File: src/decoder_pkg.sv
package decoder_pkg;

    // grid geometry
    localparam int GRID_WIDTH_X = 4;   // detectors per round
    localparam int GRID_WIDTH_U = 3;   // rounds held in the graph

    localparam int X_BIT_WIDTH   = $clog2(GRID_WIDTH_X);
    localparam int U_BIT_WIDTH   = $clog2(GRID_WIDTH_U);
    localparam int ADDRESS_WIDTH = X_BIT_WIDTH + U_BIT_WIDTH;

    localparam int PU_COUNT = GRID_WIDTH_X * GRID_WIDTH_U;

    // link 0 is the west boundary and link GRID_WIDTH_X the east one
    localparam int ROW_LINK_COUNT   = GRID_WIDTH_X + 1;
    localparam int ROUND_LINK_COUNT = GRID_WIDTH_X * (GRID_WIDTH_U - 1);
    localparam int ERASURE_WIDTH    = GRID_WIDTH_X - 1;  // internal row links only

    // growth counters
    localparam int LINK_BIT_WIDTH = 2;
    localparam logic [LINK_BIT_WIDTH-1:0] LINK_WEIGHT = 2'd2;

    // round in upper bits, column in lower bits
    typedef logic [ADDRESS_WIDTH-1:0] addr_t;

    typedef logic [GRID_WIDTH_X-1:0]  round_bits_t;
    typedef logic [ERASURE_WIDTH-1:0] erasure_bits_t;
    typedef logic [PU_COUNT-1:0]      pu_bits_t;

    // unit 0 in the lowest slice
    typedef logic [PU_COUNT*ADDRESS_WIDTH-1:0] root_vec_t;

    typedef logic [GRID_WIDTH_U*ROW_LINK_COUNT-1:0] row_link_bits_t;
    typedef logic [ROUND_LINK_COUNT-1:0]            round_link_bits_t;

    // broadcast from the outside controller
    typedef enum logic [1:0] {
        STAGE_IDLE,
        STAGE_LOAD,
        STAGE_GROW,
        STAGE_MERGE
    } stage_t;

endpackage

File: src/cluster_parity.sv
`timescale 1ns/1ns

module cluster_parity (
    input  decoder_pkg::pu_bits_t  defects_i,
    input  decoder_pkg::root_vec_t roots_i,
    input  decoder_pkg::pu_bits_t  boundary_touch_i,
    output decoder_pkg::pu_bits_t  odd_clusters_o
);

    decoder_pkg::pu_bits_t parity;  // defect count of the cluster, mod 2
    decoder_pkg::pu_bits_t touch;   // cluster reaches a boundary

    // units with the same root are in the same cluster
    always_comb begin
        parity = '0;
        touch  = '0;
        for (int p = 0; p < decoder_pkg::PU_COUNT; p++) begin
            for (int q = 0; q < decoder_pkg::PU_COUNT; q++) begin
                if (roots_i[p*decoder_pkg::ADDRESS_WIDTH +: decoder_pkg::ADDRESS_WIDTH] ==
                    roots_i[q*decoder_pkg::ADDRESS_WIDTH +: decoder_pkg::ADDRESS_WIDTH]) begin
                    parity[p] = parity[p] ^ defects_i[q];
                    touch[p]  = touch[p] | boundary_touch_i[q];
                end
            end
        end
    end

    // odd and still isolated from any boundary
    assign odd_clusters_o = parity & ~touch;

endmodule

File: src/decoding_graph.sv
`timescale 1ns/1ns

module decoding_graph (
    input  logic                       clk,
    input  logic                       rst_n_i,
    input  decoder_pkg::stage_t        global_stage_i,
    input  decoder_pkg::round_bits_t   measurements_i,
    input  decoder_pkg::erasure_bits_t erasure_i,
    output decoder_pkg::pu_bits_t      odd_clusters_o,
    output decoder_pkg::root_vec_t     roots_o,
    output logic                       busy_o
);

    decoder_pkg::pu_bits_t         defects;
    decoder_pkg::root_vec_t        roots;
    decoder_pkg::pu_bits_t         odd_clusters;  // feeds growth back
    decoder_pkg::pu_bits_t         boundary_touch;
    decoder_pkg::row_link_bits_t   row_full;
    decoder_pkg::round_link_bits_t round_full;
    logic                          busy;

    // defects, roots and the merge step
    vertex_array u_vertex_array (
        .clk            (clk),
        .rst_n_i        (rst_n_i),
        .global_stage_i (global_stage_i),
        .measurements_i (measurements_i),
        .row_full_i     (row_full),
        .round_full_i   (round_full),
        .defects_o      (defects),
        .roots_o        (roots),
        .busy_o         (busy)
    );

    // growth counters and erasure chain
    link_array u_link_array (
        .clk              (clk),
        .rst_n_i          (rst_n_i),
        .global_stage_i   (global_stage_i),
        .erasure_i        (erasure_i),
        .odd_clusters_i   (odd_clusters),
        .row_full_o       (row_full),
        .round_full_o     (round_full),
        .boundary_touch_o (boundary_touch)
    );

    // only meaningful once the merge has settled
    cluster_parity u_cluster_parity (
        .defects_i        (defects),
        .roots_i          (roots),
        .boundary_touch_i (boundary_touch),
        .odd_clusters_o   (odd_clusters)
    );

    assign odd_clusters_o = odd_clusters;
    assign roots_o        = roots;
    assign busy_o         = busy;

endmodule

File: src/link_array.sv
`timescale 1ns/1ns

module link_array (
    input  logic                          clk,
    input  logic                          rst_n_i,
    input  decoder_pkg::stage_t           global_stage_i,
    input  decoder_pkg::erasure_bits_t    erasure_i,
    input  decoder_pkg::pu_bits_t         odd_clusters_i,
    output decoder_pkg::row_link_bits_t   row_full_o,
    output decoder_pkg::round_link_bits_t round_full_o,
    output decoder_pkg::pu_bits_t         boundary_touch_o
);

    // erasure state of rounds 1 and up
    decoder_pkg::erasure_bits_t erased_q [1:decoder_pkg::GRID_WIDTH_U-1];

    logic load;
    logic grow;

    assign load = global_stage_i == decoder_pkg::STAGE_LOAD;
    assign grow = global_stage_i == decoder_pkg::STAGE_GROW;

    // add one per odd endpoint and stop at the weight
    function automatic logic [decoder_pkg::LINK_BIT_WIDTH-1:0] grow_count(
        input logic [decoder_pkg::LINK_BIT_WIDTH-1:0] count,
        input logic                                   odd_a,
        input logic                                   odd_b
    );
        logic [decoder_pkg::LINK_BIT_WIDTH:0] inc_a;
        logic [decoder_pkg::LINK_BIT_WIDTH:0] inc_b;
        logic [decoder_pkg::LINK_BIT_WIDTH:0] sum;
        inc_a    = '0;
        inc_a[0] = odd_a;
        inc_b    = '0;
        inc_b[0] = odd_b;
        sum      = {1'b0, count} + inc_a + inc_b;
        if (sum >= {1'b0, decoder_pkg::LINK_WEIGHT}) begin
            return decoder_pkg::LINK_WEIGHT;
        end
        return sum[decoder_pkg::LINK_BIT_WIDTH-1:0];
    endfunction

    always_ff @(posedge clk) begin
        if (!rst_n_i) begin
            for (int k = 1; k < decoder_pkg::GRID_WIDTH_U; k++) begin
                erased_q[k] <= '0;
            end
        end else if (load) begin
            erased_q[decoder_pkg::GRID_WIDTH_U-1] <= erasure_i;
            for (int k = 1; k < decoder_pkg::GRID_WIDTH_U - 1; k++) begin
                erased_q[k] <= erased_q[k+1];  // moves down with its round
            end
        end
    end

    // boundary row links have a single endpoint
    for (genvar k = 0; k < decoder_pkg::GRID_WIDTH_U; k++) begin : g_row_round
        for (genvar j = 0; j < decoder_pkg::ROW_LINK_COUNT; j++) begin : g_row_link
            localparam int L = k * decoder_pkg::ROW_LINK_COUNT + j;
            localparam int UNIT_BASE = k * decoder_pkg::GRID_WIDTH_X;

            logic [decoder_pkg::LINK_BIT_WIDTH-1:0] count_q;
            logic odd_w;
            logic odd_e;
            logic preset;  // erased link of the round being loaded

            if (j > 0) begin : g_w
                assign odd_w = odd_clusters_i[UNIT_BASE + j - 1];
            end else begin : g_w_none
                assign odd_w = 1'b0;
            end

            if (j < decoder_pkg::GRID_WIDTH_X) begin : g_e
                assign odd_e = odd_clusters_i[UNIT_BASE + j];
            end else begin : g_e_none
                assign odd_e = 1'b0;
            end

            if (j > 0 && j < decoder_pkg::GRID_WIDTH_X) begin : g_internal
                if (k == decoder_pkg::GRID_WIDTH_U - 1) begin : g_top
                    assign preset = erasure_i[j-1];
                end else begin : g_lower
                    assign preset = erased_q[k+1][j-1];
                end
            end else begin : g_boundary
                assign preset = 1'b0;
            end

            always_ff @(posedge clk) begin
                if (!rst_n_i) begin
                    count_q <= '0;
                end else if (load) begin
                    count_q <= preset ? decoder_pkg::LINK_WEIGHT : '0;
                end else if (grow) begin
                    count_q <= grow_count(count_q, odd_w, odd_e);
                end
            end

            assign row_full_o[L] = count_q == decoder_pkg::LINK_WEIGHT;
        end
    end

    // link L joins unit L with the unit one round above
    for (genvar l = 0; l < decoder_pkg::ROUND_LINK_COUNT; l++) begin : g_round_link
        logic [decoder_pkg::LINK_BIT_WIDTH-1:0] count_q;

        always_ff @(posedge clk) begin
            if (!rst_n_i || load) begin
                count_q <= '0;  // never erased
            end else if (grow) begin
                count_q <= grow_count(count_q, odd_clusters_i[l],
                                      odd_clusters_i[l + decoder_pkg::GRID_WIDTH_X]);
            end
        end

        assign round_full_o[l] = count_q == decoder_pkg::LINK_WEIGHT;
    end

    // edge columns see their boundary link
    for (genvar k = 0; k < decoder_pkg::GRID_WIDTH_U; k++) begin : g_touch_round
        for (genvar i = 0; i < decoder_pkg::GRID_WIDTH_X; i++) begin : g_touch_col
            localparam int ROW_BASE = k * decoder_pkg::ROW_LINK_COUNT;
            assign boundary_touch_o[k*decoder_pkg::GRID_WIDTH_X + i] =
                (i == 0 && row_full_o[ROW_BASE]) ||
                (i == decoder_pkg::GRID_WIDTH_X - 1 &&
                 row_full_o[ROW_BASE + decoder_pkg::GRID_WIDTH_X]);
        end
    end

endmodule

File: src/vertex_array.sv
`timescale 1ns/1ns

module vertex_array (
    input  logic                          clk,
    input  logic                          rst_n_i,
    input  decoder_pkg::stage_t           global_stage_i,
    input  decoder_pkg::round_bits_t      measurements_i,
    input  decoder_pkg::row_link_bits_t   row_full_i,
    input  decoder_pkg::round_link_bits_t round_full_i,
    output decoder_pkg::pu_bits_t         defects_o,
    output decoder_pkg::root_vec_t        roots_o,
    output logic                          busy_o
);

    decoder_pkg::pu_bits_t defects_q;   // round k in bits [k*X +: X]
    decoder_pkg::addr_t    root_q    [decoder_pkg::PU_COUNT];
    decoder_pkg::addr_t    root_next [decoder_pkg::PU_COUNT];
    decoder_pkg::pu_bits_t root_changed;
    logic                  busy_q;

    function automatic decoder_pkg::addr_t min_addr(
        input decoder_pkg::addr_t a,
        input decoder_pkg::addr_t b
    );
        return (b < a) ? b : a;
    endfunction

    // one minimum exchange step per unit
    for (genvar k = 0; k < decoder_pkg::GRID_WIDTH_U; k++) begin : g_round
        for (genvar i = 0; i < decoder_pkg::GRID_WIDTH_X; i++) begin : g_col
            localparam int P = k * decoder_pkg::GRID_WIDTH_X + i;
            localparam int ROW_BASE = k * decoder_pkg::ROW_LINK_COUNT;

            decoder_pkg::addr_t own_root;
            decoder_pkg::addr_t west_root;
            decoder_pkg::addr_t east_root;
            decoder_pkg::addr_t down_root;
            decoder_pkg::addr_t up_root;

            assign own_root = root_q[P];

            // a missing or ungrown neighbor falls back to the own root
            if (i > 0) begin : g_west
                assign west_root = row_full_i[ROW_BASE + i] ? root_q[P-1] : own_root;
            end else begin : g_west_edge
                assign west_root = own_root;  // west boundary never joins
            end

            if (i < decoder_pkg::GRID_WIDTH_X - 1) begin : g_east
                assign east_root = row_full_i[ROW_BASE + i + 1] ? root_q[P+1] : own_root;
            end else begin : g_east_edge
                assign east_root = own_root;
            end

            if (k > 0) begin : g_down
                assign down_root = round_full_i[P - decoder_pkg::GRID_WIDTH_X] ?
                                   root_q[P - decoder_pkg::GRID_WIDTH_X] : own_root;
            end else begin : g_down_edge
                assign down_root = own_root;
            end

            if (k < decoder_pkg::GRID_WIDTH_U - 1) begin : g_up
                assign up_root = round_full_i[P] ?
                                 root_q[P + decoder_pkg::GRID_WIDTH_X] : own_root;
            end else begin : g_up_edge
                assign up_root = own_root;
            end

            assign root_next[P] = min_addr(min_addr(own_root, west_root),
                                           min_addr(min_addr(east_root, down_root), up_root));
            assign root_changed[P] = root_next[P] != own_root;

            assign roots_o[P*decoder_pkg::ADDRESS_WIDTH +: decoder_pkg::ADDRESS_WIDTH] = own_root;
        end
    end

    // measurements enter at the top round and move down one round per load
    always_ff @(posedge clk) begin
        if (!rst_n_i) begin
            defects_q <= '0;
        end else if (global_stage_i == decoder_pkg::STAGE_LOAD) begin
            defects_q <= {measurements_i,
                          defects_q[decoder_pkg::PU_COUNT-1:decoder_pkg::GRID_WIDTH_X]};
        end
    end

    always_ff @(posedge clk) begin
        if (!rst_n_i) begin
            for (int p = 0; p < decoder_pkg::PU_COUNT; p++) begin
                root_q[p] <= decoder_pkg::addr_t'(p);
            end
        end else if (global_stage_i == decoder_pkg::STAGE_LOAD) begin
            for (int p = 0; p < decoder_pkg::PU_COUNT; p++) begin
                root_q[p] <= decoder_pkg::addr_t'(p);  // fresh singletons
            end
        end else if (global_stage_i == decoder_pkg::STAGE_MERGE) begin
            root_q <= root_next;
        end
    end

    // low one edge after the roots settle or the stage leaves merge
    always_ff @(posedge clk) begin
        if (!rst_n_i) begin
            busy_q <= 1'b0;
        end else begin
            busy_q <= (global_stage_i == decoder_pkg::STAGE_MERGE) && (|root_changed);
        end
    end

    assign defects_o = defects_q;
    assign busy_o    = busy_q;

endmodule

File: config.mk
export PLATFORM = sky130hd
export DESIGN_NAME = decoding_graph
export DESIGN_NICKNAME = d
export VERILOG_FILES = /design/src/decoder_pkg.sv /design/src/cluster_parity.sv /design/src/decoding_graph.sv /design/src/link_array.sv /design/src/vertex_array.sv
export SDC_FILE = /design/constraint.sdc
export NUM_CORES = 1
export LEC_CHECK = 0
export BUFFER_PORTS_ARGS = -buffer_cell sky130_fd_sc_hd__clkbuf_2
export CAP_MARGIN = 40
export CELL_PAD_IN_SITES_DETAIL_PLACEMENT = 1
export CELL_PAD_IN_SITES_GLOBAL_PLACEMENT = 1
export CORE_MARGIN = 4
export CORE_UTILIZATION = 49
export DETAILED_ROUTE_END_ITERATION = 12
export PLACE_DENSITY = 0.87
export SETUP_SLACK_MARGIN = 0.4
export SLEW_MARGIN = 40
export SYNTH_ARGS = -nofsm -noshare
export SYNTH_HDL_FRONTEND = slang
export SYNTH_HIERARCHICAL = 1
export SYNTH_SLANG_ARGS = --single-unit
File: constraint.sdc
create_clock -name clk -period 6.35 [get_ports clk]
set_clock_uncertainty 0.1 [all_clocks]
set_input_delay 0 -clock clk [delete_from_list [all_inputs] [get_ports clk]]
set_output_delay 0 -clock clk [all_outputs]
set_load 0.01 [all_outputs]
==> results.sh, run 1 <==
export IMPL_run_status="finished, final reports clean"
export IMPL_worstPathRequired_ns=6.59
export IMPL_timing_max_cap_violations=0
export IMPL_post_dp_hpwl_um=58770
export IMPL_layoutNonFillerInstCount=3186
export IMPL_pin_slew_with_the_least_headroom_to_its_limit_ns=0.8990
export IMPL_grt_first_pass_wirelength_um=122900
export IMPL_syn_inst=2564
export IMPL_tritoncts_num_sinks=113
export IMPL_crit_path_max_fanout=6
export IMPL_drc=0
export IMPL_setup_violations_final=0
export IMPL_setup_worst_path_start_class="flip-flop"
export IMPL_clk_root_buffer_cell="sky130_fd_sc_hd__clkbuf_16"
export IMPL_slew_viol_final=0
export IMPL_vias=20647
export IMPL_number_of_buffers_added_by_the_clock_tree_synthesis_step=17
export IMPL_avgRoutedWirePerCell_um=26.05
export IMPL_drive_above_1_share_pct=17.44
export IMPL_area_delta_synth_final_pct=11.57
export IMPL_starting_density_pct=49.88
export IMPL_place_gp_congestion=0.9987
export IMPL_first_iteration_detailed_routing_drc_count=1669
export IMPL_multi_input_area_sq_um=16440
export IMPL_p_leak_uw=0.009202
export IMPL_grt_overflow_total=0
export IMPL_synth_warning_count=6
export IMPL_routed_wl_um=83010
export IMPL_vias_in_the_first_global_route=21282
export IMPL_largest_net_degree_at_the_start_of_global_routing=88
export IMPL_worst_setup_hold_path_clk_slew_ns=0.07
export IMPL_p_per_area_nw_per_um2=275.9
export IMPL_grt_setup_unrepaired="false"
export IMPL_row_count=73
export IMPL_clock_tree_from_tritoncts="built"
export IMPL_core_sq_um=40010
export IMPL_fp_dieW_um=209.8
export IMPL_worstSetupPathType="reg2reg"
export IMPL_viasPerCell=6.481
export IMPL_synthesis_area_sq_um=19960
export IMPL_dpl_cell_area_sq_um=20910
export IMPL_floorplan_die_height_um=209.8
export IMPL_critical_path_endpoint_type="flip-flop"
export IMPL_hold_path_class="in2reg"
export IMPL_floorplan_die_area_sq_um=44020
export IMPL_first_pass_iters=8
export IMPL_final_core_util_pct=55.66
export IMPL_time_the_final_worst_path_needs_with_i_o_delays_and_setup_ns=5.890
export IMPL_synth_area_per_cell_sq_um=7.783
export IMPL_buffer_ports_inserted=71
export IMPL_max_clock_path_buffers=2
export IMPL_insertion_delay_to_the_later_sink_of_the_worst_skew_pair_ns=0.47
export IMPL_num_fill_cells=5038
export IMPL_layout_area_seq_sq_um=2325
export IMPL_io_pin_count=72
export IMPL_diodes=0
export IMPL_critPathArrivalTime_ns=6.13
export IMPL_detail_route_antenna_nets=0
export IMPL_antenna_found_initial=0
export IMPL_h_tree_depth=4
export IMPL_fmax_ghz=0.1698
export IMPL_post_route_cell_area_sq_um=22270
export IMPL_slew_headroom_pct=39.57
export IMPL_final_hold_viol_count=0
export IMPL_timing_final_crit_share_pct=92.75
export IMPL_finalNetCount=2882
export IMPL_numPlacedInstances=3115
export IMPL_globalRouteTotalUtil_pct=35.28
export IMPL_worst_ir_drop_vdd_mv=0.2134
## through the flow
step	setup TNS, ns	hold slack (ns)	total power, uW	setup WS, ns
global placement	0	0.1433	4323	0.3252
detailed placement	-0.003399	0.1442	4505	-0.003399
floorplan	0	0.04490	3569	0.7606
finish	0	0.1767	6144	0.4601
CTS	0	0.1326	5647	0.4082
global route	0	0.1679	6478	0.2195
## final timing paths
check	endpoint	depth (start not counted)	slack [ns]	from
setup reg to reg	u_vertex_array/busy_o$_SDFF_PN0_	26	0.46	u_link_array/g_round_link[7].count_q[1]$_SDFFE_PP0N_
hold reg to reg	flip-flop	2	0.39	flip-flop
hold / removal	u_vertex_array/g_round[1].g_col[3].east_root[2]$_SDFFE_PP1P_	4	0.18	global_stage_i[1]
setup / recovery	u_vertex_array/busy_o$_SDFF_PN0_	26	0.46	u_link_array/g_round_link[7].count_q[1]$_SDFFE_PP0N_
## state kept, by name, indices dropped and copies added (netlist names)
name and flops:
u_vertex_array/g_round.g_col.own_root 24, u_vertex_array/defects_o 12, u_vertex_array/busy_o 1, u_vertex_array/g_round.g_col.east_root 8
u_link_array/erased_q 6, u_link_array/g_row_round.g_row_link.count_q 30, u_vertex_array/g_round.g_col.down_root 16, u_link_array/g_round_link.count_q 16
## layout make-up
cell class | count | share of cell area [%]
Multi-Input combinational cell | 2098 | 73.83
Sequential cell | 113 | 10.44
Timing Repair Buffer | 216 | 6.704
Inverter | 202 | 3.405
Tap cell | 525 | 2.950
Clock buffer | 17 | 1.911
Clock inverter | 15 | 0.7642
## worst max-delay path, cell delays in order (launching register included)
cell	delay [ns]
sky130_fd_sc_hd__dfxtp_1	0.35
sky130_fd_sc_hd__inv_1	0.09
sky130_fd_sc_hd__nor2_4	0.21
sky130_fd_sc_hd__buf_4	0.19
sky130_fd_sc_hd__o21ai_1	0.10
sky130_fd_sc_hd__ha_1	0.31
sky130_fd_sc_hd__o211ai_1	0.29
sky130_fd_sc_hd__o21a_2	0.25
sky130_fd_sc_hd__nor2_1	0.05
sky130_fd_sc_hd__a21oi_1	0.19
sky130_fd_sc_hd__ha_1	0.29
sky130_fd_sc_hd__a211o_1	0.33
sky130_fd_sc_hd__o21ai_0	0.20
sky130_fd_sc_hd__buf_4	0.18
sky130_fd_sc_hd__nand2_1	0.05
sky130_fd_sc_hd__o21ai_0	0.11
sky130_fd_sc_hd__inv_1	0.11
sky130_fd_sc_hd__ha_1	0.22
sky130_fd_sc_hd__a21oi_1	0.20
sky130_fd_sc_hd__o2111a_1	0.20
sky130_fd_sc_hd__a31oi_1	0.06
sky130_fd_sc_hd__o31a_1	0.39
sky130_fd_sc_hd__a221oi_2	0.29
sky130_fd_sc_hd__o21ai_1	0.11
sky130_fd_sc_hd__or4_1	0.51
sky130_fd_sc_hd__nor3_1	0.27
sky130_fd_sc_hd__a31oi_1	0.12
## where the power goes
part / leakage [uW] / internal, uW / switching, uW / total (uW)
Sequential: 0.000931 / 760 / 79.2 / 840
Clock: 0.000294 / 590 / 459 / 1050
Combinational: 0.00798 / 1640 / 2610 / 4260
## cell usage in the layout, fill, tap and decap left out, types with 11 or more instances in the layout
master	n
sky130_fd_sc_hd__and2_1	22
sky130_fd_sc_hd__dfxtp_1	105
sky130_fd_sc_hd__clkbuf_2	71
sky130_fd_sc_hd__nand3_1	56
sky130_fd_sc_hd__fa_1	17
sky130_fd_sc_hd__and3_1	19
sky130_fd_sc_hd__nor3_2	12
sky130_fd_sc_hd__nand4_1	15
sky130_fd_sc_hd__mux2_2	23
sky130_fd_sc_hd__xnor2_1	81
sky130_fd_sc_hd__xnor3_1	12
sky130_fd_sc_hd__nand2b_1	26
sky130_fd_sc_hd__ha_1	203
sky130_fd_sc_hd__nor2_1	91
sky130_fd_sc_hd__xor2_1	321
sky130_fd_sc_hd__a21boi_0	20
sky130_fd_sc_hd__a21o_1	24
sky130_fd_sc_hd__o21a_1	24
sky130_fd_sc_hd__a22oi_1	65
sky130_fd_sc_hd__o21ai_1	11
sky130_fd_sc_hd__buf_4	127
sky130_fd_sc_hd__inv_1	198
sky130_fd_sc_hd__nand3b_1	15
sky130_fd_sc_hd__o22ai_1	18
sky130_fd_sc_hd__nor4_2	63
sky130_fd_sc_hd__a211oi_1	13
sky130_fd_sc_hd__clkbuf_16	17
sky130_fd_sc_hd__a21oi_1	107
sky130_fd_sc_hd__a31oi_1	15
sky130_fd_sc_hd__nor2b_1	34
sky130_fd_sc_hd__mux2i_1	48
sky130_fd_sc_hd__nand2_1	331
sky130_fd_sc_hd__o21ai_0	141
## repair_timing
action / 4_1_cts / 5_1_grt
buffers inserted: 2 / 27
endpoints found under the hold margin: 21 / 0
pin swaps: 0 / 19
hold buffers: 8 / 0
gates resized for setup: 21 / 88
gates cloned: 0 / 2
endpoints found under the setup margin: 1 / 3
## layer usage
metal,track usage (%),vias to the layer above,routed length [um]
met3,7.055,334,6052
met4,20.32,0,5255
met1,41.24,10282,32730
li1,-,9048,-
met2,60.03,983,38970
met5,0,-,0
Note: power is estimated with default switching activity, not from simulation.
==> run 2, diff against run 1 <==
PLACE_DENSITY = default   (was 0.87)
PLACE_DENSITY_LB_ADDON = 0.12   (was default)
==> results.sh, run 2 (synthesized netlist as in run 1, its figures left out) <==
export IMPL_run_status="finished, final reports clean"
export IMPL_fmax_ghz=0.1700
export IMPL_drive_above_1_share_pct=17.14
export IMPL_worstSetupPathType="reg2reg"
export IMPL_timing_max_cap_violations=0
export IMPL_row_count=73
export IMPL_h_tree_depth=4
export IMPL_first_iteration_detailed_routing_drc_count=1393
export IMPL_place_gp_congestion=0.9375
export IMPL_pin_slew_with_the_least_headroom_to_its_limit_ns=0.8870
export IMPL_layoutNonFillerInstCount=3179
export IMPL_detail_route_antenna_nets=0
export IMPL_slew_viol_final=0
export IMPL_number_of_buffers_added_by_the_clock_tree_synthesis_step=17
export IMPL_floorplan_die_height_um=209.8
export IMPL_routed_wl_um=79920
export IMPL_num_fill_cells=4971
export IMPL_slew_headroom_pct=40.37
export IMPL_setup_violations_final=0
export IMPL_globalRouteTotalUtil_pct=34.62
export IMPL_insertion_delay_to_the_later_sink_of_the_worst_skew_pair_ns=0.50
export IMPL_core_sq_um=40010
export IMPL_floorplan_die_area_sq_um=44020
export IMPL_time_the_final_worst_path_needs_with_i_o_delays_and_setup_ns=5.883
export IMPL_first_pass_iters=5
export IMPL_setup_worst_path_start_class="flip-flop"
export IMPL_timing_final_crit_share_pct=92.64
export IMPL_area_delta_synth_final_pct=11.58
export IMPL_max_clock_path_buffers=2
export IMPL_post_route_cell_area_sq_um=22270
export IMPL_grt_first_pass_wirelength_um=120200
export IMPL_largest_reg_flops=30
export IMPL_clock_tree_from_tritoncts="built"
export IMPL_viasPerCell=6.226
export IMPL_worstPathRequired_ns=6.61
export IMPL_post_dp_hpwl_um=57260
export IMPL_diodes=0
export IMPL_avgRoutedWirePerCell_um=25.14
export IMPL_drc=0
export IMPL_vias=19794
export IMPL_final_hold_viol_count=0
export IMPL_clk_root_buffer_cell="sky130_fd_sc_hd__clkbuf_16"
export IMPL_tritoncts_num_sinks=113
export IMPL_io_pin_count=72
export IMPL_worst_setup_hold_path_clk_slew_ns=0.06
export IMPL_most_used_cells_in_the_layout_excluding_fill_and_tap_cells="sky130_fd_sc_hd__nand2_1 (330), sky130_fd_sc_hd__xor2_1 (321), sky130_fd_sc_hd__ha_1 (200)"
export IMPL_vias_in_the_first_global_route=20593
export IMPL_pre_cts_ws_ns=0.2064
export IMPL_path_common_cell="sky130_fd_sc_hd__inv_1"
export IMPL_p_per_area_nw_per_um2=266.6
export IMPL_worst_path_max_stage_delay_ns=0.55
export IMPL_critPathArrivalTime_ns=6.14
export IMPL_dpl_cell_area_sq_um=20870
export IMPL_hold_path_class="in2reg"
export IMPL_p_leak_uw=0.009183
export IMPL_worst_ir_drop_vdd_mv=0.2151
export IMPL_fin_worst_hold_slack_ns=0.07936
export IMPL_final_setup_worst_slack_ns=0.4674
export IMPL_mostFrequentLayoutCell="sky130_fd_sc_hd__nand2_1"
export IMPL_antenna_found_initial=0
export IMPL_worst_path_max_delay_cell="sky130_fd_sc_hd__dfxtp_1"
export IMPL_buffer_ports_inserted=71
export IMPL_critical_path_endpoint_type="flip-flop"
export IMPL_max_flop_register="u_link_array/g_row_round.g_row_link.count_q"
export IMPL_crit_path_max_fanout=9
export IMPL_finalNetCount=2875
export IMPL_numPlacedInstances=3107
export IMPL_fp_dieW_um=209.8
export IMPL_grt_setup_unrepaired="false"
export IMPL_setup_tns_final_ns=0
export IMPL_largest_net_degree_at_the_start_of_global_routing=88
export IMPL_grt_overflow_total=0
export IMPL_starting_density_pct=49.88
run 2: cell count changes in the layout (fill, tap and decap cells not counted), sizes merged:
cell      previous run  this run
nor2               111       112
clkbuf              88        90
inv                210       205
clkinv               4         5
clkinvlp             1         3
bufinv               2         1
buf                137       130
run 2: what timing repair did:
item	CTS	global route
setup buffers	0	29
hold buffers	8	0
setup endpoints to repair	1	4
endpoints found under the hold margin	18	0
gates resized for setup	10	93
pin swaps	1	19
gates cloned	0	3
run 2: final timing paths:
| path | cells after the start | slack, ns | startpoint | to |
|---|---|---|---|---|
| min | 4 | 0.08 | global_stage_i[1] | u_vertex_array/g_round[2].g_col[1].own_root[2]$_SDFFE_PP0P_ |
| min reg2reg | 2 | 0.38 | flip-flop | flip-flop |
| max | 25 | 0.47 | u_vertex_array/g_round[2].g_col[1].own_root[2]$_SDFFE_PP0P_ | u_vertex_array/busy_o$_SDFF_PN0_ |
| max reg2reg | 25 | 0.47 | u_vertex_array/g_round[2].g_col[1].own_root[2]$_SDFFE_PP0P_ | u_vertex_array/busy_o$_SDFF_PN0_ |
run 2: cell type report:
class / instances / area (sq um) / share of cell area (%)
inverters: 202 / 758.2 / 3.405
flip-flops and latches: 113 / 2328 / 10.46
clock inverters: 12 / 122.6 / 0.5507
clock buffers: 20 / 467.9 / 2.101
repair buffers: 208 / 1456 / 6.540
multi-input cells: 2099 / 16480 / 74.00
well taps: 525 / 656.9 / 2.950
run 2: routing by layer:
metal / share of wire [%] / up-vias / global-route usage (%)
met5: 0 / - / 0
met4: 4.4 / 0 / 14.85
met3: 6.4 / 197 / 5.815
met2: 47 / 695 / 58.90
met1: 42 / 9871 / 43.25
li1: - / 9031 / -
run 2: through the flow:
step / utilization (%) / total power [uW]
floorplan: - / 3569
global placement: 52.03 / 4349
detailed placement: 52.17 / 4520
CTS: 53.94 / 5592
global route: 55.66 / 6333
finish: 55.66 / 5937
run 2: worst max-delay path, delay by kind of cell, from the launching register on:
kind,cells,cell delay [ns]
AOI/OAI and AO/OA,11,2.19
adders and majority gates,3,0.85
buffers and inverters,3,0.37
DFF,1,0.55
muxes,2,0.59
and+or+nand+nor,6,1.09
run 2: report_power, final:
| part | switching (uW) | total (uW) | internal (uW) |
|---|---|---|---|
| combinational | 2490 | 4100 | 1610 |
| sequential | 55.5 | 816 | 760 |
| clock | 448 | 1020 | 576 |
| total | 2990 | 5940 | 2940 |
